===== config.mk =====
export PLATFORM = sky130hd
export DESIGN_NAME = axi_master
export DESIGN_NICKNAME = d
export VERILOG_FILES = /design/src/hw/axi_sub_pkg.sv /design/src/hw/bus_timer.sv /design/src/hw/axi_master.sv
export SDC_FILE = /design/constraint.sdc
export NUM_CORES = 1
export LEC_CHECK = 0
export BUFFER_PORTS_ARGS = -buffer_cell sky130_fd_sc_hd__buf_2
export CAP_MARGIN = 25
export CORE_AREA = 2 2 115 117
export DETAILED_ROUTE_END_ITERATION = 12
export DIE_AREA = 0 0 117 119
export PLACE_DENSITY = 0.67
export SLEW_MARGIN = 20
export SYNTH_ARGS = -nofsm -noshare
export SYNTH_HDL_FRONTEND = slang
export SYNTH_SLANG_ARGS = --single-unit
export TNS_END_PERCENT = 10

===== constraint.sdc =====
create_clock -name clk -period 1.85 [get_ports clk]
set_input_delay 0.185 -clock clk [delete_from_list [all_inputs] [get_ports clk]]
set_output_delay 0.185 -clock clk [all_outputs]
set_load 0.01 [all_outputs]

===== src/hw/axi_sub_pkg.sv =====
package axi_sub_pkg;

  localparam int ADDR_W = 32;
  localparam int DATA_W = 32;
  localparam int STRB_W = DATA_W / 8;
  localparam int ID_W   = 4;
  localparam int LEN_W  = 8;
  localparam int SIZE_W = 3;

  typedef logic [ADDR_W-1:0] addr_t;
  typedef logic [DATA_W-1:0] data_t;
  typedef logic [STRB_W-1:0] strb_t;
  typedef logic [ID_W-1:0]   axi_id_t;
  typedef logic [1:0]        resp_t;

  // SRAM window, 1 KiB
  localparam addr_t MEM_BASE  = 32'h0000_1000;
  localparam int    MEM_WORDS = 256;

  localparam int TIMEOUT_CYCLES = 16;

  localparam logic [1:0] BURST_INCR = 2'b01;
  localparam resp_t      RESP_OKAY  = 2'b00;

  typedef struct packed {
    axi_id_t           id;
    addr_t             addr;
    logic [LEN_W-1:0]  len;
    logic [SIZE_W-1:0] size;
    logic [1:0]        burst;
  } axi_ax_t;

  typedef struct packed {
    data_t data;
    strb_t strb;
    logic  last;
  } axi_w_t;

  typedef struct packed {
    axi_id_t id;
    resp_t   resp;
  } axi_b_t;

  typedef struct packed {
    axi_id_t id;
    data_t   data;
    resp_t   resp;
    logic    last;
  } axi_r_t;

  typedef enum logic [2:0] {IDLE, AR, R, AW, W, B} master_state_t;

endpackage


===== src/hw/bus_timer.sv =====
module bus_timer
  import axi_sub_pkg::*;
(
  input  logic clk,
  input  logic rstn,
  input  logic restart,
  input  logic run,
  output logic expired
);

  logic [$clog2(TIMEOUT_CYCLES+1)-1:0] count;

  // Saturates at the limit until the next restart
  always_ff @(posedge clk or negedge rstn) begin
    if (!rstn) begin
      count <= '0;
    end else if (restart) begin
      count <= '0;
    end else if (run && !expired) begin
      count <= count + 1'b1;
    end
  end

  assign expired = (count == TIMEOUT_CYCLES);

  // Expiry only shows up while a phase is running
  a_expire_after_run: assert property (
    @(posedge clk) disable iff (!rstn)
    $rose(expired) |-> run
  );

endmodule


===== src/hw/axi_master.sv =====
module axi_master
  import axi_sub_pkg::*;
(
  input  logic    clk,
  input  logic    rstn,
  input  logic    read,
  input  logic    write,
  input  addr_t   addr,
  input  data_t   wdata,
  input  strb_t   wstrb,
  output data_t   data_out,
  output logic    stall,
  output logic    bus_err,
  output axi_ax_t aw,
  output logic    aw_valid,
  input  logic    aw_ready,
  output axi_w_t  w,
  output logic    w_valid,
  input  logic    w_ready,
  input  axi_b_t  b,
  input  logic    b_valid,
  output logic    b_ready,
  output axi_ax_t ar,
  output logic    ar_valid,
  input  logic    ar_ready,
  input  axi_r_t  r,
  input  logic    r_valid,
  output logic    r_ready
);

  master_state_t state, step_state, next_state;
  logic aw_hs, w_hs, b_hs, ar_hs, r_hs;
  logic w_sent;
  logic done, resp_err, expired, abort, rd_abort;
  axi_ax_t ax_req;
  data_t rdata_q;

  assign aw_hs = aw_valid & aw_ready;
  assign w_hs  = w_valid & w_ready;
  assign b_hs  = b_valid & b_ready;
  assign ar_hs = ar_valid & ar_ready;
  assign r_hs  = r_valid & r_ready;

  always_comb begin
    step_state = state;
    case (state)
      IDLE: begin
        if (write) begin
          step_state = AW;
        end else if (read) begin
          step_state = AR;
        end
      end
      AW: if (aw_hs) step_state = (w_hs || w_sent) ? B : W;
      W:  if (w_hs) step_state = B;
      B:  if (b_hs) step_state = IDLE;
      AR: if (ar_hs) step_state = R;
      R:  if (r_hs) step_state = IDLE;
      default: step_state = IDLE;
    endcase
  end

  // Give up only on a phase that made no progress
  assign abort      = expired && (step_state == state);
  assign next_state = abort ? IDLE : step_state;
  assign rd_abort   = abort && (state == AR || state == R);

  assign done     = b_hs || r_hs;
  assign resp_err = (b_hs && b.resp != RESP_OKAY) || (r_hs && r.resp != RESP_OKAY);
  assign stall    = (read || write) && !done && !abort;
  assign bus_err  = abort || resp_err;

  always_ff @(posedge clk or negedge rstn) begin
    if (!rstn) begin
      state  <= IDLE;
      w_sent <= 1'b0;
    end else begin
      state <= next_state;
      if (next_state != state) begin
        w_sent <= 1'b0;
      end else if (w_hs) begin
        w_sent <= 1'b1;
      end
    end
  end

  // Last read word, cleared by an abandoned read
  always_ff @(posedge clk or negedge rstn) begin
    if (!rstn) begin
      rdata_q <= '0;
    end else if (r_hs) begin
      rdata_q <= r.data;
    end else if (rd_abort) begin
      rdata_q <= '0;
    end
  end

  assign data_out = r_hs ? r.data : (rd_abort ? '0 : rdata_q);

  // Single beat, full width
  assign ax_req = '{id: '0, addr: addr, len: '0,
                    size: SIZE_W'($clog2(STRB_W)), burst: BURST_INCR};

  assign aw       = ax_req;
  assign ar       = ax_req;
  assign w        = '{data: wdata, strb: wstrb, last: 1'b1};
  assign aw_valid = (state == AW);
  assign w_valid  = (state == AW && !w_sent) || (state == W);
  assign b_ready  = (state == B);
  assign ar_valid = (state == AR);
  assign r_ready  = (state == R);

  bus_timer u_timer (
    .clk     (clk),
    .rstn    (rstn),
    .restart (next_state != state),
    .run     (state != IDLE),
    .expired (expired)
  );

  // Relies on the CPU holding its request while stalled
  a_aw_stable: assert property (
    @(posedge clk) disable iff (!rstn)
    aw_valid && !aw_ready && !abort |=> aw_valid && $stable(aw)
  );

  // An error pulse ends a pending request
  a_no_stall_err: assert property (
    @(posedge clk) disable iff (!rstn)
    bus_err |-> (read || write) && !stall
  );

endmodule


==> run metrics <==
post-route ant nets=0; max-cap violation count=0; final setup vio count=55; status=finished with violations; vias in the first global route=2101; CP Max Fanout=16; Power, Total=5700 uW; CTS clk-pin slew, worst paths=0.06 ns; crit path time final=2.29 ns; DP HPWL=4.86 mm; Fmax=437 MHz; die area=0.0139 sq mm; # IOs=296; initial antenna violation count=0; #FFs+latches synth=41; R2R cell count=9; Leakage Power=0.00175 uW; Max rail drop VDD=487 uV; fillers=1386; post-synthesis mux area share=0%; placer congestion estimate=0.747; Adder-Cell Fraction of Synth Area=0.798%; Overflow after GRT=0; commonest cells after routing, fill and taps aside=buf_2 (83), nand2_1 (73), buf_4 (52), dfrtp_1 (39), conb_1 (35); Worst Path Class, Setup=reg -> out; Synth Area in XOR/XNOR=0.838%; Cell Chain, Critical Path=nand2b_1, a211o_1, and3_4, o221a_4, buf_12, a21oi_2, buf_2; clk buf depth=2; Critical Path RT=1.66 ns; core area=0.0129 sq mm; Setup crit end kind=output pin; 1st-iter DRT viols=63; n_diodes=0; Worst EP arrival=2.10 ns; Seq/Total Area, Yosys=32.7%; first drt pass iteration count=4; Via density=3.89; Layout Nets=528; GR Util All Layers=9.64%; worst path buffer plus inverter count=2; Yosys Warn Count=0; area grow syn2layout=13.0%; Register Area=0.00103 sq mm; total CTS buffers=5; Clk Latency, worst-skew pair=0.29 ns; DP Worst Slack=-0.207 ns; Die Ht=119 um; slew of the pin with the lowest slew margin=0.555 ns; multi-input logic area=0.00120 sq mm; mean area per synthesized cell=8.50 sq um; CP max-delay cell=dfrtp_1; largest net degree at the start of global routing=42; IO buf count=83; CTS sink cnt=41; pwr/cell area=1610 mW/mm^2; fin util=27.5%; Max Slew Vio Count=0; setup ws final=-0.440 ns; Post-Syn Area=0.00314 sq mm; hold depth=3; DRC=0; Hold Crit Class=in -> reg; Die X=117 um; synthesized instance count=369; first-pass GRT wire length=10.1 mm; share of layout cells above drive strength 1=49.1%; compound-gate portion of the synthesized area=15.0%; num rows=42; worst-case clock skew=0.00944 ns; worst rel slew slack=63.0%; final hold violation count=0; largest family of logic cells by synthesized area=buffers and inverters; Top delay family on crit path=compound AO/OA/AOI/OAI gates; routed length per placed instance=11.5 um; critical path depth=7; root buf cell=clkbuf_16; Synth cell types=38; vias post-DR=2258; failing checks=setup timing; Simple-Gate Fraction of Synth Area=14.8%; CTS tree=yes; unrepaired setup endpoints after global routing=true; commonest non-fill, non-tap cell in the layout=buf_2; H-tree Lvls=2; Initial Utilization=24.4%; drt total wl=6.66 mm; largest stage delay on the critical path=0.41 ns; period utilization=124%; CP Launch Type=flip-flop
-- metrics by stage --
stage / setup TNS, ns / area, sq um / cells / hold WS (ns)
floorplan: -0.277 / 3260 / 402 / -0.111
global placement: -3.63 / 3220 / 565 / 0.306
detailed placement: -4.82 / 3220 / 565 / 0.308
CTS: -14.70 / 3490 / 579 / 0.122
global route: -22.36 / 3550 / 581 / 0.128
finish: -16.06 / 3550 / 581 / 0.137
-- layer usage --
layer | global-route usage [%] | up-vias | routed length (um)
met2 | 16.3 | 104 | 3310
met1 | 9.90 | 1031 | 2600
li1 | - | 1097 | -
met3 | 3.56 | 26 | 530
met4 | 6.03 | 0 | 221
met5 | 0 | - | 0
-- Yosys cell counts, drive strengths merged --
cell,number,area [sq um]
a211o,1,8.76
a21boi,1,7.51
a21oi,40,313
a22oi,1,7.51
a31oi,1,6.26
a32o,1,10.0
and2,2,12.5
and3,2,17.5
buf,144,1080
clkbuf,4,15.0
conb,2,7.51
dfrtp,41,1030
ha,2,25.0
inv,6,22.5
nand2,73,274
nand2b,3,18.8
nand3,2,10.0
nand4,2,12.5
nor2,13,48.8
nor2b,1,6.26
nor3,5,30.0
nor3b,2,15.0
o2111a,1,11.3
o211ai,3,22.5
o21ai,5,25.0
o221a,1,20.0
o221ai,1,15.0
o22ai,1,6.26
o311ai,1,8.76
o31a,1,8.76
or3,3,18.8
xnor2,1,8.76
xor2,2,17.5
-- tightest hold or removal path, stage by stage --
cell and delay [ns]:
buf_2 0.09, nand2_1 0.06, a21oi_2 0.05
-- kinds of logic (layout without fill, tap and decap cells) --
group	Yosys count	after routing
flip-flops	41	41
adder cells (fa/ha/maj)	2	2
other	2	35
buffers and inverters	154	157
AO/OA/AOI/OAI	59	59
AND/OR/NAND/NOR	108	108
XOR/XNOR	3	3
-- sequential cells by signal (all words and copies together), names as in the netlist --
| name | count |
|---|---|
| rdata_q | 32 |
| u_timer.count | 5 |
| state | 3 |
| w_sent | 1 |
-- area by class of cell --
| cell class | count | area share, % |
|---|---|---|
| repair buffers | 143 | 25.8 |
| multi-input cells | 207 | 33.9 |
| clock inverters | 1 | 0.141 |
| clock buffers | 7 | 4.30 |
| flip-flops and latches | 41 | 29.0 |
| well taps | 176 | 6.21 |
| inverters | 6 | 0.635 |
-- power by group --
part           internal, uW  total [uW]  switching (uW)
combinational          1690        3340            1650
clock                   572         939             368
sequential             1270        1420             149
total                  3530        5700            2170
-- repair_timing --
action | 4_1_cts | 5_1_grt
resized for setup | 16 | 13
buffers inserted | 5 | 2
pin swaps | 8 | 7
setup endpoints to repair | 52 | 65
hold buffers | 1 | 0
hold endpoints to repair | 33 | 0
-- path summary, 6_finish.rpt --
check	start	end	slack, ns
min in group asynchronous	rstn	rdata_q[30]	0.50
max in group asynchronous	rstn	state[2]	0.94
max reg2reg	state[2]	u_timer.count[4]	-0.19
min	r[29]	rdata_q[26]	0.14
max	state[1]	data_out[14]	-0.44
min reg2reg	rdata_q[9]	rdata_q[9]	0.52
No activity file was read; power rests on OpenSTA's default activity.
